[src/hdl/exec_pkg.sv]
package exec_pkg;

    localparam int XLEN = 32;
    localparam int REG_IDX_W = 5;
    localparam int SHAMT_W = $clog2(XLEN);
    localparam int DIV_STEPS = XLEN;
    localparam int DIV_CNT_W = $clog2(DIV_STEPS + 1);

    typedef logic [XLEN-1:0] xlen_t;
    typedef logic [REG_IDX_W-1:0] reg_idx_t;

    typedef enum logic [4:0] {
        OP_ADD,
        OP_SUB,
        OP_AND,
        OP_OR,
        OP_XOR,
        OP_SLL,
        OP_SRL,
        OP_SRA,
        OP_SLT,
        OP_SLTU,
        OP_MUL,
        OP_MULH,
        OP_MULHU,
        OP_DIV,
        OP_DIVU,
        OP_REM,
        OP_REMU
    } exec_op_t;

    typedef enum logic [1:0] {
        UNIT_ALU,
        UNIT_MUL,
        UNIT_DIV
    } unit_t;

    // Which EX2 unit produces the result of an operation
    function automatic unit_t op_unit(exec_op_t op);
        unit_t unit;
        case (op)
            OP_MUL, OP_MULH, OP_MULHU: unit = UNIT_MUL;
            OP_DIV, OP_DIVU, OP_REM, OP_REMU: unit = UNIT_DIV;
            default: unit = UNIT_ALU;
        endcase
        return unit;
    endfunction

endpackage

[src/hdl/stage_ex1.sv]
module stage_ex1 (
    input  logic                clk,
    input  logic                resetn,

    input  logic                i_accept,
    input  exec_pkg::exec_op_t  i_op,
    input  exec_pkg::reg_idx_t  i_rd,
    input  exec_pkg::xlen_t     i_op_a,
    input  exec_pkg::xlen_t     i_op_b,

    input  logic                i_ex2_ready,

    output logic                o_valid,
    output exec_pkg::exec_op_t  o_op,
    output exec_pkg::reg_idx_t  o_rd,
    output exec_pkg::xlen_t     o_op_a,
    output exec_pkg::xlen_t     o_op_b,
    output exec_pkg::xlen_t     o_value,
    output logic                o_rd_valid,
    output logic                o_value_valid
);

    exec_pkg::xlen_t alu_value;
    logic [exec_pkg::SHAMT_W-1:0] shamt;
    logic handover;

    assign shamt = i_op_b[exec_pkg::SHAMT_W-1:0];
    assign handover = o_valid && i_ex2_ready;

    always_comb begin
        case (i_op)
            exec_pkg::OP_ADD: alu_value = i_op_a + i_op_b;
            exec_pkg::OP_SUB: alu_value = i_op_a - i_op_b;
            exec_pkg::OP_AND: alu_value = i_op_a & i_op_b;
            exec_pkg::OP_OR: alu_value = i_op_a | i_op_b;
            exec_pkg::OP_XOR: alu_value = i_op_a ^ i_op_b;
            exec_pkg::OP_SLL: alu_value = i_op_a << shamt;
            exec_pkg::OP_SRL: alu_value = i_op_a >> shamt;
            exec_pkg::OP_SRA: alu_value = exec_pkg::xlen_t'($signed(i_op_a) >>> shamt);
            exec_pkg::OP_SLT: alu_value = exec_pkg::xlen_t'($signed(i_op_a) < $signed(i_op_b));
            exec_pkg::OP_SLTU: alu_value = exec_pkg::xlen_t'(i_op_a < i_op_b);
            // Non-ALU ops carry no early value
            default: alu_value = '0;
        endcase
    end

    always_ff @(posedge clk or negedge resetn) begin
        if (!resetn) begin
            o_valid <= 1'b0;
            o_rd_valid <= 1'b0;
            o_value_valid <= 1'b0;
        end
        else begin
            if (handover) begin
                o_valid <= 1'b0;
                o_rd_valid <= 1'b0;
                o_value_valid <= 1'b0;
            end
            if (i_accept) begin
                o_valid <= 1'b1;
                o_rd_valid <= i_rd != '0;
                o_value_valid <= exec_pkg::op_unit(i_op) == exec_pkg::UNIT_ALU;
            end
        end
    end

    always_ff @(posedge clk) begin
        if (i_accept) begin
            o_op <= i_op;
            o_rd <= i_rd;
            o_op_a <= i_op_a;
            o_op_b <= i_op_b;
            o_value <= alu_value;
        end
    end

    // Top level must hold off while EX1 is stuck behind EX2
    a_no_overrun: assert property (@(posedge clk) disable iff (!resetn)
        !(i_accept && o_valid && !i_ex2_ready));

endmodule

[config.mk]
export PLATFORM = sky130hd
export DESIGN_NAME = stage_ex1
export DESIGN_NICKNAME = d
export VERILOG_FILES = /design/src/hdl/exec_pkg.sv /design/src/hdl/stage_ex1.sv
export SDC_FILE = /design/constraint.sdc
export NUM_CORES = 1
export LEC_CHECK = 0
export ABC_AREA = 0
export BUFFER_PORTS_ARGS = -buffer_cell sky130_fd_sc_hd__buf_2
export CAP_MARGIN = 20
export CORE_ASPECT_RATIO = 1.25
export CORE_MARGIN = 8
export CORE_UTILIZATION = 59
export DETAILED_ROUTE_END_ITERATION = 12
export GPL_TIMING_DRIVEN = 1
export PLACE_DENSITY = 0.81
export SLEW_MARGIN = 20
export SYNTH_ARGS = -nofsm -noshare
export SYNTH_HDL_FRONTEND = slang
export SYNTH_SLANG_ARGS = --single-unit
[constraint.sdc]
create_clock -name clk -period 0.8 [get_ports clk]
set_input_delay 0.12 -clock clk [delete_from_list [all_inputs] [get_ports clk]]
set_output_delay 0.12 -clock clk [all_outputs]
set_load 0.03 [all_outputs]
==> results of run 1 <==
-- metrics by stage --
| step | hold WS, ns | instance area (um^2) | setup slack (ns) |
|---|---|---|---|
| after floorplan | -0.176 | 12600 | -2.03 |
| after global placement | -0.0849 | 17300 | -1.99 |
| after detailed placement | -0.0816 | 17300 | -2.13 |
-- kinds of logic after synthesis --
group,synth area share
simple gates,0.159
mux,0.120
flops,0.269
compound gates,0.275
xor+xnor,0.00361
fa+ha+maj,0.103
buf+inv,0.0698
==> metrics.txt, run 1 <==
# TYPE chip_impl_metric gauge
chip_impl_metric{name="cts.path.max_buffers",unit=""} 2
chip_impl_info{name="stop_error",value="[ERROR DPL-0038] Utilization greater than 100%, impossible to legalize"} 1
chip_impl_metric{name="synth_seq_cells",unit=""} 109
chip_impl_info{name="post_synth_main_area_contributors",value="edfxtp_1, ha_1, mux4_2, a21oi_1, nand2_1"} 1
chip_impl_metric{name="synth.yosys.seq_area_share",unit=""} 0.269
chip_impl_metric{name="ys_warn_count",unit=""} 0
chip_impl_metric{name="floorplan.die.height",unit="um"} 176
chip_impl_metric{name="die_width",unit="um"} 144
chip_impl_metric{name="synthCells",unit=""} 1404
chip_impl_metric{name="port-buffer-count",unit=""} 186
chip_impl_metric{name="pin_count",unit=""} 187
chip_impl_metric{name="synth.avg_cell_area",unit="um^2"} 8.64
chip_impl_metric{name="synth-edff-count",unit=""} 106
chip_impl_info{name="root_buffer",value="clkbuf_16"} 1
chip_impl_metric{name="post_cts_resized",unit=""} 540
chip_impl_metric{name="placed_cells_incl_taps",unit=""} 2284
chip_impl_metric{name="row_count",unit=""} 58
chip_impl_metric{name="synth.lib_cells_used.distinct",unit=""} 89
chip_impl_metric{name="synthesis.nets",unit=""} 1581
chip_impl_metric{name="cts_hold_repair.buffers",unit=""} 14
chip_impl_metric{name="cts_made_buffers",unit=""} 9
chip_impl_info{name="synthTopCellsByCount",value="nand2_1, a21oi_1, nor2_1"} 1
chip_impl_info{name="dominantRegCellSynth",value="edfxtp_1"} 1
chip_impl_metric{name="finalWeightedCongestion",unit=""} 1.21
chip_impl_metric{name="synth_top_area_frac",unit=""} 0.262
chip_impl_metric{name="detailed_place_hpwl",unit="mm"} 46.2
chip_impl_metric{name="cts_setup_buffers",unit=""} 62
chip_impl_metric{name="mappedNetlistArea",unit="um^2"} 12100
chip_impl_metric{name="initial_core_util",unit=""} 0.601
chip_impl_metric{name="clock-sinks",unit=""} 109
chip_impl_info{name="yosysMostFrequentCell",value="nand2_1"} 1
chip_impl_metric{name="async_reset_ff_frac",unit=""} 0.0275
chip_impl_info{name="cell_taking_the_most_area_after_synthesis",value="edfxtp_1"} 1
chip_impl_info{name="stop_stage",value="clock tree synthesis"} 1
chip_impl_metric{name="ctsHtreeMaxLevel",unit=""} 3
chip_impl_info{name="run_status",value="did not finish"} 1
==> run 2, diff against run 1 <==
- CORE_ASPECT_RATIO: 1.25 -> default
- CORE_UTILIZATION: 59 -> 40
- PLACE_DENSITY: 0.81 -> default
- PLACE_DENSITY_LB_ADDON: default -> 0.15
==> run 2 against run 1 <==
The flow now finishes, with violations (negative setup slack); synthesized cell count unchanged; area after synthesis did not move.
==> metrics.txt, run 2 <==
# TYPE chip_impl_metric gauge
chip_impl_info{name="run_status",value="complete, but fails checks"} 1
chip_impl_info{name="violations",value="negative setup slack"} 1
chip_impl_metric{name="avgViaCountPerCell",unit=""} 6.11
chip_impl_info{name="cp_top_family",value="compound AO/OA/AOI/OAI gates"} 1
chip_impl_metric{name="slowest_delay",unit="ns"} 0.34
chip_impl_metric{name="mappedNetlistArea",unit="um^2"} 12100
chip_impl_metric{name="clock-sinks",unit=""} 109
chip_impl_metric{name="via_count",unit=""} 15600
chip_impl_metric{name="timing.final.setup_violations",unit=""} 141
chip_impl_metric{name="antenna_violations_before_repair",unit=""} 2
chip_impl_metric{name="timing.final.max_slew_violations",unit=""} 0
chip_impl_metric{name="synth.avg_cell_area",unit="um^2"} 8.64
chip_impl_metric{name="cts.path.max_buffers",unit=""} 2
chip_impl_metric{name="finish.utilization",unit=""} 0.726
chip_impl_info{name="cp_cell_sequence",value="buf_8 > inv_6 > ha_4 > inv_2 > fa_2 > nor2b_4 > o21ai_4 > buf_4 > a31oi_2 > o21ai_2 > nand3b_1 > buf_6 > a221o_1 > a211o_1"} 1
chip_impl_metric{name="switching_share",unit=""} 0.392
chip_impl_metric{name="timing.critical_path.arrival",unit="ns"} 2.54
chip_impl_metric{name="synthesis.nets",unit=""} 1581
chip_impl_metric{name="synth.yosys.seq_area_share",unit=""} 0.269
chip_impl_metric{name="pin_count_of_the_biggest_net_entering_global_routing",unit=""} 63
chip_impl_info{name="crit-reg2reg-launch",value="o_valid"} 1
chip_impl_metric{name="timing.setup.tns",unit="ns"} -70.38
chip_impl_metric{name="power.share.clock",unit=""} 0.187
chip_impl_metric{name="synth.lib_cells_used.distinct",unit=""} 89
chip_impl_metric{name="synth_top_area_frac",unit=""} 0.262
chip_impl_metric{name="finalWeightedCongestion",unit=""} 1.03
chip_impl_metric{name="p_comb_frac",unit=""} 0.542
chip_impl_info{name="layout.cells.most_common_list",value="buf_4, buf_6, nand2_1"} 1
chip_impl_metric{name="critical_path.max_fanout",unit=""} 4
chip_impl_metric{name="crit_required",unit="ns"} 0.93
chip_impl_metric{name="synth_to_layout_area_growth",unit="%"} 77.9
chip_impl_info{name="cell_taking_the_most_area_after_synthesis",value="edfxtp_1"} 1
chip_impl_metric{name="final_layout_size_suffix_gt1_frac",unit=""} 0.556
chip_impl_metric{name="placed_cells_incl_taps",unit=""} 2442
chip_impl_metric{name="globalRouteOverflowTotal",unit=""} 0
chip_impl_info{name="start_point_of_the_critical_path",value="i_op_a[0]"} 1
chip_impl_metric{name="leakagePower",unit="uW"} 0.00948
chip_impl_metric{name="initial_core_util",unit=""} 0.408
chip_impl_metric{name="final.min_clock_period",unit="ns"} 2.41
chip_impl_info{name="tritoncts",value="built"} 1
chip_impl_metric{name="detail_route.wl_per_cell",unit="um"} 26.0
chip_impl_metric{name="power_per_unit_of_standard_cell_area",unit="nW/um^2"} 1220
chip_impl_metric{name="first_global_vias",unit=""} 15300
chip_impl_metric{name="synth_seq_cells",unit=""} 109
chip_impl_metric{name="min_period_over_period",unit=""} 3.01
chip_impl_metric{name="instances_no_fill",unit=""} 2556
chip_impl_metric{name="grtUsageTotal",unit=""} 0.350
chip_impl_metric{name="final-hold-violation-count",unit=""} 0
chip_impl_metric{name="row_count",unit=""} 63
chip_impl_info{name="criticalPathCategory",value="primary input to flop"} 1
chip_impl_info{name="critical_path.startpoint_type",value="primary input"} 1
chip_impl_metric{name="port-buffer-count",unit=""} 186
chip_impl_info{name="post_synth_main_area_contributors",value="edfxtp_1, ha_1, mux4_2, a21oi_1, nand2_1"} 1
chip_impl_metric{name="design.final.nets",unit=""} 2338
chip_impl_metric{name="floorplan.die.height",unit="um"} 190
chip_impl_metric{name="ys_warn_count",unit=""} 0
chip_impl_metric{name="worst_margin_slew",unit="ns"} 0.880
chip_impl_metric{name="die_width",unit="um"} 190
chip_impl_metric{name="post-place-ws",unit="ns"} -2.26
chip_impl_metric{name="finClkSkew",unit="ns"} 0.000486
chip_impl_metric{name="firstDrtPassIters",unit=""} 6
chip_impl_metric{name="p_int",unit="uW"} 16000
chip_impl_metric{name="number_of_violations_reported_at_the_end_of_detailed_routing_iteration_0",unit=""} 1749
chip_impl_info{name="layout.cells.most_common",value="buf_4"} 1
chip_impl_info{name="biggestRegsByFlops",value="o_op_a: 32 flops, o_op_b: 32 flops, o_value: 32 flops"} 1
chip_impl_metric{name="drv.max_cap_violation_count",unit=""} 0
chip_impl_metric{name="die_area",unit="um^2"} 36100
chip_impl_metric{name="detailed_place_hpwl",unit="mm"} 51.0
chip_impl_metric{name="async_reset_ff_frac",unit=""} 0.0275
chip_impl_metric{name="fmax",unit="MHz"} 415
chip_impl_metric{name="grt_first_pass_wirelength",unit="mm"} 96.1
chip_impl_info{name="hold_class",value="primary input to flop"} 1
chip_impl_metric{name="critPathBufInv",unit=""} 5
chip_impl_metric{name="cts.clk_slew.worst_paths",unit="ns"} 0.08
chip_impl_info{name="critPathCaptureType",value="flop"} 1
chip_impl_metric{name="vdd.ir_drop.worst",unit="uV"} 920
chip_impl_metric{name="route.detailed.drc",unit=""} 0
chip_impl_metric{name="ctsHtreeMaxLevel",unit=""} 3
chip_impl_metric{name="antenna_diodes",unit=""} 0
chip_impl_metric{name="finalWorstSetupSlack",unit="ns"} -1.61
chip_impl_metric{name="p_sw",unit="uW"} 10400
chip_impl_info{name="synthTopCellsByCount",value="nand2_1, a21oi_1, nor2_1"} 1
chip_impl_metric{name="cts_made_buffers",unit=""} 9
chip_impl_metric{name="placeableCoreArea",unit="um^2"} 29700
chip_impl_metric{name="postRouteWirelength",unit="mm"} 66.4
chip_impl_metric{name="pin_count",unit=""} 187
chip_impl_metric{name="seqPwrFrac",unit=""} 0.271
chip_impl_info{name="yosysMostFrequentCell",value="nand2_1"} 1
chip_impl_metric{name="synthCells",unit=""} 1404
chip_impl_metric{name="worst_slew_margin_rel",unit=""} 0.398
chip_impl_info{name="setup_repair_after_global_routing_missed_its_margin",value="yes"} 1
chip_impl_metric{name="total_power",unit="uW"} 26400
chip_impl_info{name="root_buffer",value="clkbuf_16"} 1
chip_impl_info{name="dominantRegCellSynth",value="edfxtp_1"} 1
chip_impl_metric{name="antenna_left",unit=""} 0
chip_impl_info{name="cpMaxStageDelayCell",value="fa_2"} 1
chip_impl_metric{name="synth-edff-count",unit=""} 106
chip_impl_metric{name="worstSkewPairLatency",unit="ns"} 0.37
chip_impl_info{name="timing.hold.worst.start",value="i_op_b[9]"} 1
[run 2: kinds of logic after synthesis]
logic type | synth area share
compound gates | 0.275
simple gates | 0.159
buf+inv | 0.0698
flops | 0.269
mux | 0.120
fa+ha+maj | 0.103
xor+xnor | 0.00361
[run 2: metrics by stage]
step	hold WS, ns	area, um^2
finish	0.0202	21600
global placement	-0.0818	17700
global route	0.0177	21600
CTS	0.0121	20600
detailed placement	-0.0754	17700
floorplan	-0.176	12600
[run 2: power groups by stage]
stage | sequential, uW | combinational, uW | clock (uW)
global placement | 7130 | 11000 | 0
floorplan | 8190 | 4460 | 0
detailed placement | 7140 | 11000 | 0
finish | 7150 | 14300 | 4940
CTS | 7150 | 13100 | 4930
global route | 7200 | 14900 | 5120
[run 2: path summary, 6_finish.rpt]
kind / cells after the start / slack (ns) / endpoint
max in group asynchronous: 2 / 0.59 / o_valid
hold / removal: 2 / 0.02 / o_op_b[9]
min in group asynchronous: 2 / 0.09 / o_value_valid
hold reg to reg: 2 / 0.54 / o_value_valid
setup reg to reg: 3 / 0.05 / o_rd_valid
setup / recovery: 14 / -1.61 / o_value[22]
[run 2: repair_timing]
item,in CTS,in global routing
hold buffers,10,0
hold endpoints to repair,13,0
setup endpoints to repair,142,143
gates cloned,2,0
pin swaps,80,96
buffers inserted,63,43
gates resized for setup,522,175
[run 2: final cells by class]
class / count / area [um^2]
inverter: 100 / 422
timing repair buffer: 848 / 7250
fill: 2200 / 8150
tap: 390 / 488
clock buffer: 9 / 225
multi-input combinational: 1093 / 9850
sequential: 109 / 3260
clock inverter: 7 / 72.6
[run 2: layer usage]
layer	up-vias	global-route usage	routed length [um]
met3	224	0.0718	6320
li1	6874	-	-
met5	-	0	10
met1	7542	0.433	25300
met2	979	0.561	30300
met4	2	0.198	4530
[run 2: worst register-to-register path, delay by kind of cell (launching register included)]
| kind | cells | cell delay [ns] |
|---|---|---|
| compound gates | 1 | 0.11 |
| flops | 1 | 0.43 |
| simple gates | 2 | 0.13 |
Power figures use the tool's default switching activity.
==> run 3, diff against run 2 <==
- CORE_ASPECT_RATIO: default -> 2
==> run 3 against run 2 <==
The run still ends with negative setup slack left; via count rose by 4.2%; first-iteration DRC count decreased by 14%; combinational power increased by 5%; die area increased by 0.94%; total power up 2.5%; register-to-register slack got worse by 0.12 ns; final cell count increased by 0.12%; sequential power is essentially flat; critical path depth decreased by 1; design area up 1.4%; setup slack got worse by 0.10 ns; critical endpoint is now o_value[24]; highest routed layer unchanged.
==> metrics.txt, run 3 (synthesis results as in run 2) <==
# TYPE chip_impl_metric gauge
chip_impl_metric{name="cts.path.max_buffers",unit=""} 2
chip_impl_metric{name="worst_slew_margin_rel",unit=""} 0.205
chip_impl_metric{name="globalRouteOverflowTotal",unit=""} 0
chip_impl_metric{name="ctsHtreeMaxLevel",unit=""} 3
chip_impl_metric{name="crit_required",unit="ns"} 0.95
chip_impl_info{name="run_status",value="complete, but fails checks"} 1
chip_impl_metric{name="placeableCoreArea",unit="um^2"} 30100
chip_impl_metric{name="total_power",unit="uW"} 27000
chip_impl_metric{name="final_layout_size_suffix_gt1_frac",unit=""} 0.559
chip_impl_metric{name="slowest_delay",unit="ns"} 0.47
chip_impl_metric{name="switching_share",unit=""} 0.411
chip_impl_metric{name="finalWorstSetupSlack",unit="ns"} -1.71
chip_impl_info{name="violations",value="negative setup slack"} 1
chip_impl_metric{name="final.min_clock_period",unit="ns"} 2.51
chip_impl_metric{name="design.final.nets",unit=""} 2361
chip_impl_metric{name="firstDrtPassIters",unit=""} 5
chip_impl_metric{name="avgViaCountPerCell",unit=""} 6.36
chip_impl_metric{name="post-place-ws",unit="ns"} -2.34
chip_impl_metric{name="postRouteWirelength",unit="mm"} 79.1
chip_impl_metric{name="power.share.clock",unit=""} 0.180
chip_impl_metric{name="finalWeightedCongestion",unit=""} 1.07
chip_impl_metric{name="worst_margin_slew",unit="ns"} 1.19
chip_impl_metric{name="final-hold-violation-count",unit=""} 0
chip_impl_metric{name="via_count",unit=""} 16300
chip_impl_info{name="critical_path.startpoint_type",value="primary input"} 1
chip_impl_metric{name="grtUsageTotal",unit=""} 0.417
chip_impl_metric{name="clock-sinks",unit=""} 109
chip_impl_metric{name="cts.clk_slew.worst_paths",unit="ns"} 0.09
chip_impl_metric{name="drv.max_cap_violation_count",unit=""} 0
chip_impl_metric{name="p_int",unit="uW"} 15900
chip_impl_metric{name="worst_r2r_path_depth",unit=""} 4
chip_impl_metric{name="nFillCells",unit=""} 2235
chip_impl_metric{name="multi_input_combinational_cell_area",unit="um^2"} 9940
chip_impl_info{name="cpMaxStageDelayCell",value="or4_1"} 1
chip_impl_info{name="criticalPathCategory",value="primary input to flop"} 1
chip_impl_info{name="start_point_of_the_critical_path",value="i_op_a[9]"} 1
chip_impl_metric{name="pin_count_of_the_biggest_net_entering_global_routing",unit=""} 60
chip_impl_metric{name="critPathBufInv",unit=""} 4
chip_impl_metric{name="port-buffer-count",unit=""} 186
chip_impl_metric{name="rrSetupSlack",unit="ns"} -0.07
chip_impl_metric{name="initial_core_util",unit=""} 0.403
chip_impl_metric{name="leakagePower",unit="uW"} 0.00956
chip_impl_metric{name="timing.critical_path.arrival",unit="ns"} 2.66
chip_impl_metric{name="p_comb_frac",unit=""} 0.554
chip_impl_info{name="layout.cells.most_common",value="buf_4"} 1
chip_impl_metric{name="timing.final.max_slew_violations",unit=""} 0
chip_impl_metric{name="route.detailed.drc",unit=""} 0
chip_impl_metric{name="die_width",unit="um"} 139
chip_impl_metric{name="die_area",unit="um^2"} 36500
chip_impl_info{name="tritoncts",value="built"} 1
chip_impl_metric{name="number_of_violations_reported_at_the_end_of_detailed_routing_iteration_0",unit=""} 1496
chip_impl_metric{name="floorplan.die.height",unit="um"} 262
chip_impl_metric{name="finClkSkew",unit="ns"} 0.00458
chip_impl_metric{name="timing.setup.tns",unit="ns"} -77.39
chip_impl_info{name="root_buffer",value="clkbuf_16"} 1
chip_impl_metric{name="row_count",unit=""} 90
chip_impl_info{name="cp_cell_sequence",value="buf_8 > clkinvlp_4 > ha_4 > buf_6 > nand4_1 > buf_6 > a211oi_4 > nor3_4 > a31o_2 > a21oi_2 > a31oi_1 > and3_1 > or4_1"} 1
chip_impl_metric{name="final-seq-area",unit="um^2"} 3260
chip_impl_metric{name="first_global_vias",unit=""} 16700
chip_impl_info{name="setup_repair_after_global_routing_missed_its_margin",value="yes"} 1
chip_impl_metric{name="synth_to_layout_area_growth",unit="%"} 80.4
chip_impl_metric{name="critical_path.max_fanout",unit=""} 5
chip_impl_metric{name="detail_route.wl_per_cell",unit="um"} 30.9
chip_impl_metric{name="cts_made_buffers",unit=""} 9
chip_impl_metric{name="vdd.ir_drop.worst",unit="uV"} 1080
chip_impl_info{name="critPathCaptureType",value="flop"} 1
chip_impl_info{name="cp_top_family",value="simple AND/OR/NAND/NOR gates"} 1
chip_impl_metric{name="min_period_over_period",unit=""} 3.14
chip_impl_info{name="critical_path.endpoint",value="o_value[24]"} 1
chip_impl_metric{name="p_sw",unit="uW"} 11100
chip_impl_metric{name="worstSkewPairLatency",unit="ns"} 0.40
chip_impl_metric{name="grt_first_pass_wirelength",unit="mm"} 111
chip_impl_info{name="crit-reg2reg-launch",value="o_valid"} 1
chip_impl_metric{name="seqPwrFrac",unit=""} 0.266
chip_impl_metric{name="pin_count",unit=""} 187
chip_impl_metric{name="timing.hold.ws",unit="ns"} 0.00502
chip_impl_metric{name="fmax",unit="MHz"} 398
chip_impl_metric{name="antenna_left",unit=""} 0
chip_impl_info{name="layout.cells.most_common_list",value="buf_4, buf_6, nand2_1"} 1
chip_impl_metric{name="antenna_violations_before_repair",unit=""} 3
chip_impl_metric{name="power_per_unit_of_standard_cell_area",unit="nW/um^2"} 1240
chip_impl_info{name="biggestRegsByFlops",value="o_op_a: 32 flops, o_op_b: 32 flops, o_value: 32 flops"} 1
chip_impl_metric{name="detailed_place_hpwl",unit="mm"} 58.2
chip_impl_info{name="crit-reg2reg-capture",value="o_rd_valid"} 1
chip_impl_info{name="cpMostUsedCell",value="buf_6"} 1
chip_impl_metric{name="timing.final.setup_violations",unit=""} 144
chip_impl_metric{name="worst-path-stages",unit=""} 13
chip_impl_info{name="hold_class",value="primary input to flop"} 1
[run 3: cell types whose count changed in the layout (fill, tap and decap cells not counted), sizes merged]
cell | before | now
diode | 0 | 2
buf | 837 | 848
dlygate4sd3 | 10 | 20
clkinvlp | 2 | 7
clkinv | 6 | 5
clkbuf | 10 | 12
bufinv | 1 | 0
inv | 98 | 95
[run 3: how the worst min path moves through the flow]
stage,start,end,slack (ns),cells after the start
2_1_floorplan,resetn,o_rd_valid,-0.18,0
3_3_place_gp,resetn,o_rd_valid,-0.08,1
3_5_place_dp,resetn,o_value_valid,-0.08,1
4_1_cts,i_op_b[21],o_op_b[21],0.0002,2
5_1_grt,i_op_b[24],o_op_b[24],0.003,2
6_report,i_op_b[21],o_op_b[21],0.005,2
[run 3: worst register-to-register path, stage by stage (launching register included)]
cell and delay, ns:
dfrtp_2 0.43, buf_6 0.13, nand2_4 0.05, nand2_2 0.05
o21ai_2 0.15
[run 3: power by group through the flow]
| stage | sequential (uW) | clock [uW] | combinational [uW] |
|---|---|---|---|
| after detailed placement | 7140 | 0 | 11500 |
| after global placement | 7140 | 0 | 11400 |
| after floorplan | 8190 | 0 | 4460 |
| final | 7180 | 4880 | 15000 |
| after CTS | 7150 | 4840 | 13500 |
| after global routing | 7210 | 4990 | 15500 |
[run 3: what timing repair did]
| action | in CTS | in global routing |
|---|---|---|
| resized for setup | 519 | 197 |
| hold endpoints to repair | 23 | 0 |
| pin swaps | 77 | 95 |
| hold buffers | 20 | 0 |
| buffers inserted | 53 | 31 |
| setup endpoints to repair | 142 | 144 |
| gates cloned | 1 | 2 |
[run 3: routing by layer]
metal	part of all wire	wire [um]	track usage	vias up
met3	0.074	5860	0.0953	477
met2	0.50	39300	0.733	1029
met1	0.30	24000	0.379	7847
met5	0.00018	14	0	-
li1	-	-	-	6928
met4	0.13	10000	0.434	2
[run 3: area by class of cell]
cell class	instances	share of cell area
Sequential cell	109	0.149
Tap cell	368	0.0210
Clock inverter	7	0.00269
Antenna cell	2	0.000229
Clock buffer	9	0.0103
Multi-Input combinational cell	1093	0.454
Inverter	100	0.0197
Timing Repair Buffer	871	0.343
[run 3: through the flow]
stage	instances	cell area, um^2	utilization
finish	2559	21900	0.728
global route	2559	21900	0.728
CTS	2535	20700	0.690
detailed placement	2451	17900	0.596
global placement	2451	17900	0.596
floorplan	1404	12600	-
==> run 4, diff against run 3 <==
==> constraint.sdc (replaced) <==
create_clock -name clk -period 0.8 [get_ports clk]
set_input_delay 0 -clock clk [delete_from_list [all_inputs] [get_ports clk]]
set_output_delay 0 -clock clk [all_outputs]
set_load 0.03 [all_outputs]
==> run 4 against run 3 <==
The run ends with negative hold slack, negative setup slack left; critical path depth is 1 higher; count of clock-buffer cells in the layout stayed put; register-to-register slack better by 0.02 ns; core utilization up 1.1 points; via count is 1.3% lower; global-route usage fell by 1.1 points; combinational power about the same; design area grew 1.5%; sequential power barely moved; die area did not move.
==> metrics.txt, run 4 (synthesis results as in run 2) <==
# TYPE chip_impl_metric gauge
chip_impl_metric{name="die_area",unit="um^2"} 36500
chip_impl_metric{name="antenna_left",unit=""} 0
chip_impl_info{name="timing.hold.worst.start",value="i_rd[2]"} 1
chip_impl_metric{name="synth_to_layout_area_growth",unit="%"} 83.2
chip_impl_metric{name="power_per_unit_of_standard_cell_area",unit="nW/um^2"} 1210
chip_impl_metric{name="final.min_clock_period",unit="ns"} 2.36
chip_impl_metric{name="worst_margin_slew",unit="ns"} 0.857
chip_impl_metric{name="pin_count_of_the_biggest_net_entering_global_routing",unit=""} 62
chip_impl_metric{name="detail_route.wl_per_cell",unit="um"} 29.4
chip_impl_metric{name="cts.path.max_buffers",unit=""} 2
chip_impl_metric{name="avgViaCountPerCell",unit=""} 6.22
chip_impl_metric{name="initial_core_util",unit=""} 0.403
chip_impl_metric{name="antenna_violations_before_repair",unit=""} 1
chip_impl_metric{name="crit_required",unit="ns"} 0.94
chip_impl_info{name="layout.cells.most_common_list",value="buf_4, buf_6, nand2_1"} 1
chip_impl_info{name="critical_path.startpoint_type",value="primary input"} 1
chip_impl_info{name="setup_repair_after_global_routing_missed_its_margin",value="yes"} 1
chip_impl_metric{name="clock-sinks",unit=""} 109
chip_impl_metric{name="port-buffer-count",unit=""} 186
chip_impl_metric{name="grt_first_pass_wirelength",unit="mm"} 109
chip_impl_metric{name="die_width",unit="um"} 139
chip_impl_metric{name="min_period_over_period",unit=""} 2.95
chip_impl_metric{name="grtUsageTotal",unit=""} 0.406
chip_impl_metric{name="nFillCells",unit=""} 2240
chip_impl_metric{name="leakagePower",unit="uW"} 0.00972
chip_impl_metric{name="timing.final.setup_violations",unit=""} 144
chip_impl_metric{name="firstDrtPassIters",unit=""} 7
chip_impl_metric{name="final_layout_size_suffix_gt1_frac",unit=""} 0.549
chip_impl_metric{name="critPathBufInv",unit=""} 4
chip_impl_info{name="tritoncts",value="built"} 1
chip_impl_info{name="crit-reg2reg-launch",value="o_valid"} 1
chip_impl_metric{name="finalWeightedCongestion",unit=""} 1.06
chip_impl_info{name="root_buffer",value="clkbuf_16"} 1
chip_impl_metric{name="first_global_vias",unit=""} 16900
chip_impl_info{name="violations",value="negative hold slack, negative setup slack"} 1
chip_impl_metric{name="via_count",unit=""} 16100
chip_impl_metric{name="route.detailed.drc",unit=""} 0
chip_impl_metric{name="globalRouteOverflowTotal",unit=""} 0
chip_impl_metric{name="cts.clk_slew.worst_paths",unit="ns"} 0.09
chip_impl_info{name="hold_class",value="primary input to flop"} 1
chip_impl_metric{name="row_count",unit=""} 90
chip_impl_metric{name="worstSkewPairLatency",unit="ns"} 0.39
chip_impl_metric{name="drv.max_cap_violation_count",unit=""} 0
chip_impl_metric{name="critical_path.max_fanout",unit=""} 3
chip_impl_metric{name="placeableCoreArea",unit="um^2"} 30100
chip_impl_metric{name="number_of_violations_reported_at_the_end_of_detailed_routing_iteration_0",unit=""} 1089
chip_impl_info{name="run_status",value="complete, but fails checks"} 1
chip_impl_info{name="cpMaxStageDelayCell",value="or4_1"} 1
chip_impl_metric{name="slowest_delay",unit="ns"} 0.51
chip_impl_metric{name="detailed_place_hpwl",unit="mm"} 56.9
chip_impl_metric{name="timing.hold.ws",unit="ns"} -0.0323
chip_impl_metric{name="ctsHtreeMaxLevel",unit=""} 3
chip_impl_metric{name="finalWorstSetupSlack",unit="ns"} -1.56
chip_impl_metric{name="fmax",unit="MHz"} 424
chip_impl_info{name="cp_cell_sequence",value="buf_8 > inv_4 > ha_4 > inv_2 > fa_2 > nor2b_4 > o21ai_4 > nand3_2 > a2111oi_4 > buf_4 > o31ai_4 > nand3_1 > o21ai_1 > or4_1"} 1
chip_impl_metric{name="timing.critical_path.arrival",unit="ns"} 2.50
chip_impl_metric{name="post-place-ws",unit="ns"} -2.29
chip_impl_metric{name="timing.final.max_slew_violations",unit=""} 0
chip_impl_metric{name="worst_slew_margin_rel",unit=""} 0.428
chip_impl_info{name="start_point_of_the_critical_path",value="i_op_a[0]"} 1
chip_impl_info{name="criticalPathCategory",value="primary input to flop"} 1
chip_impl_metric{name="vdd.ir_drop.worst",unit="uV"} 1080
chip_impl_info{name="layout.cells.most_common",value="buf_4"} 1
chip_impl_metric{name="finClkSkew",unit="ns"} 0.000691
chip_impl_info{name="critPathCaptureType",value="flop"} 1
chip_impl_metric{name="floorplan.die.height",unit="um"} 262
chip_impl_metric{name="design.final.nets",unit=""} 2387
chip_impl_metric{name="final-hold-violation-count",unit=""} 1
chip_impl_info{name="biggestRegsByFlops",value="o_op_a: 32 flops, o_op_b: 32 flops, o_value: 32 flops"} 1
chip_impl_info{name="cp_top_family",value="simple AND/OR/NAND/NOR gates"} 1
chip_impl_metric{name="postRouteWirelength",unit="mm"} 76.0
chip_impl_metric{name="cts_made_buffers",unit=""} 9
chip_impl_metric{name="pin_count",unit=""} 187
run 4: final timing paths:
kind / end / slack (ns) / depth (start not counted)
max in group asynchronous: o_valid / 0.12 / 3
min in group asynchronous: o_value_valid / 0.51 / 3
worst min-delay path: o_rd_valid / -0.03 / 4
worst max register to register: o_rd_valid / -0.05 / 4
worst max-delay path: o_value[24] / -1.56 / 14
worst min register to register: o_value_valid / 0.55 / 2
run 4: per-stage QoR:
step           instances  total power, uW  TNS, ns   util  instance area [um^2]
6_report            2584            26900   -58.21  0.739                 22200
5_1_grt             2584            27700   -61.57  0.739                 22200
4_1_cts             2563            25700   -56.23  0.711                 21400
3_5_place_dp        2437            18500   -63.72  0.595                 17900
3_3_place_gp        2437            18400   -62.79  0.595                 17900
2_1_floorplan       1404            12600   -48.62      -                 12600
run 4: worst min-delay path: stages:
cell	delay (ns)
buf_2	0.09
or4_4	0.12
o21ai_2	0.06
o21ai_2	0.06
run 4: final cells by class:
cell class / instances / area (um^2) / share of cell area
repair buffers: 897 / 7830 / 0.352
clock buffers: 9 / 225 / 0.0101
diodes: 1 / 2.50 / 0.000113
inverters: 100 / 423 / 0.0190
clock inverters: 7 / 57.6 / 0.00259
well taps: 368 / 460 / 0.0207
multi-input cells: 1093 / 9960 / 0.448
flip-flops and latches: 109 / 3260 / 0.147
run 4: per-layer routing:
layer  wire, um  vias to the layer above  global-route usage
li1           -                     6973                   -
met4       9060                        0               0.394
met2      38000                      925               0.722
met1      23600                     7793               0.382
met3       5250                      386              0.0784
met5          0                        -                   0
run 4: what timing repair did:
| action | 4_1_cts | 5_1_grt |
|---|---|---|
| hold endpoints to repair | 58 | 5 |
| pin swaps | 82 | 76 |
| hold buffers | 55 | 4 |
| setup buffers | 56 | 35 |
| resized for setup | 568 | 148 |
| endpoints found under the setup margin | 142 | 144 |
| cloned | 3 | 0 |
run 4: report_power, final:
part | internal (uW) | switching (uW) | leakage (uW)
clock | 2170 | 2590 | 0.000140
sequential | 6870 | 299 | 0.00107
combinational | 6970 | 7990 | 0.00851
total | 16000 | 10900 | 0.00972
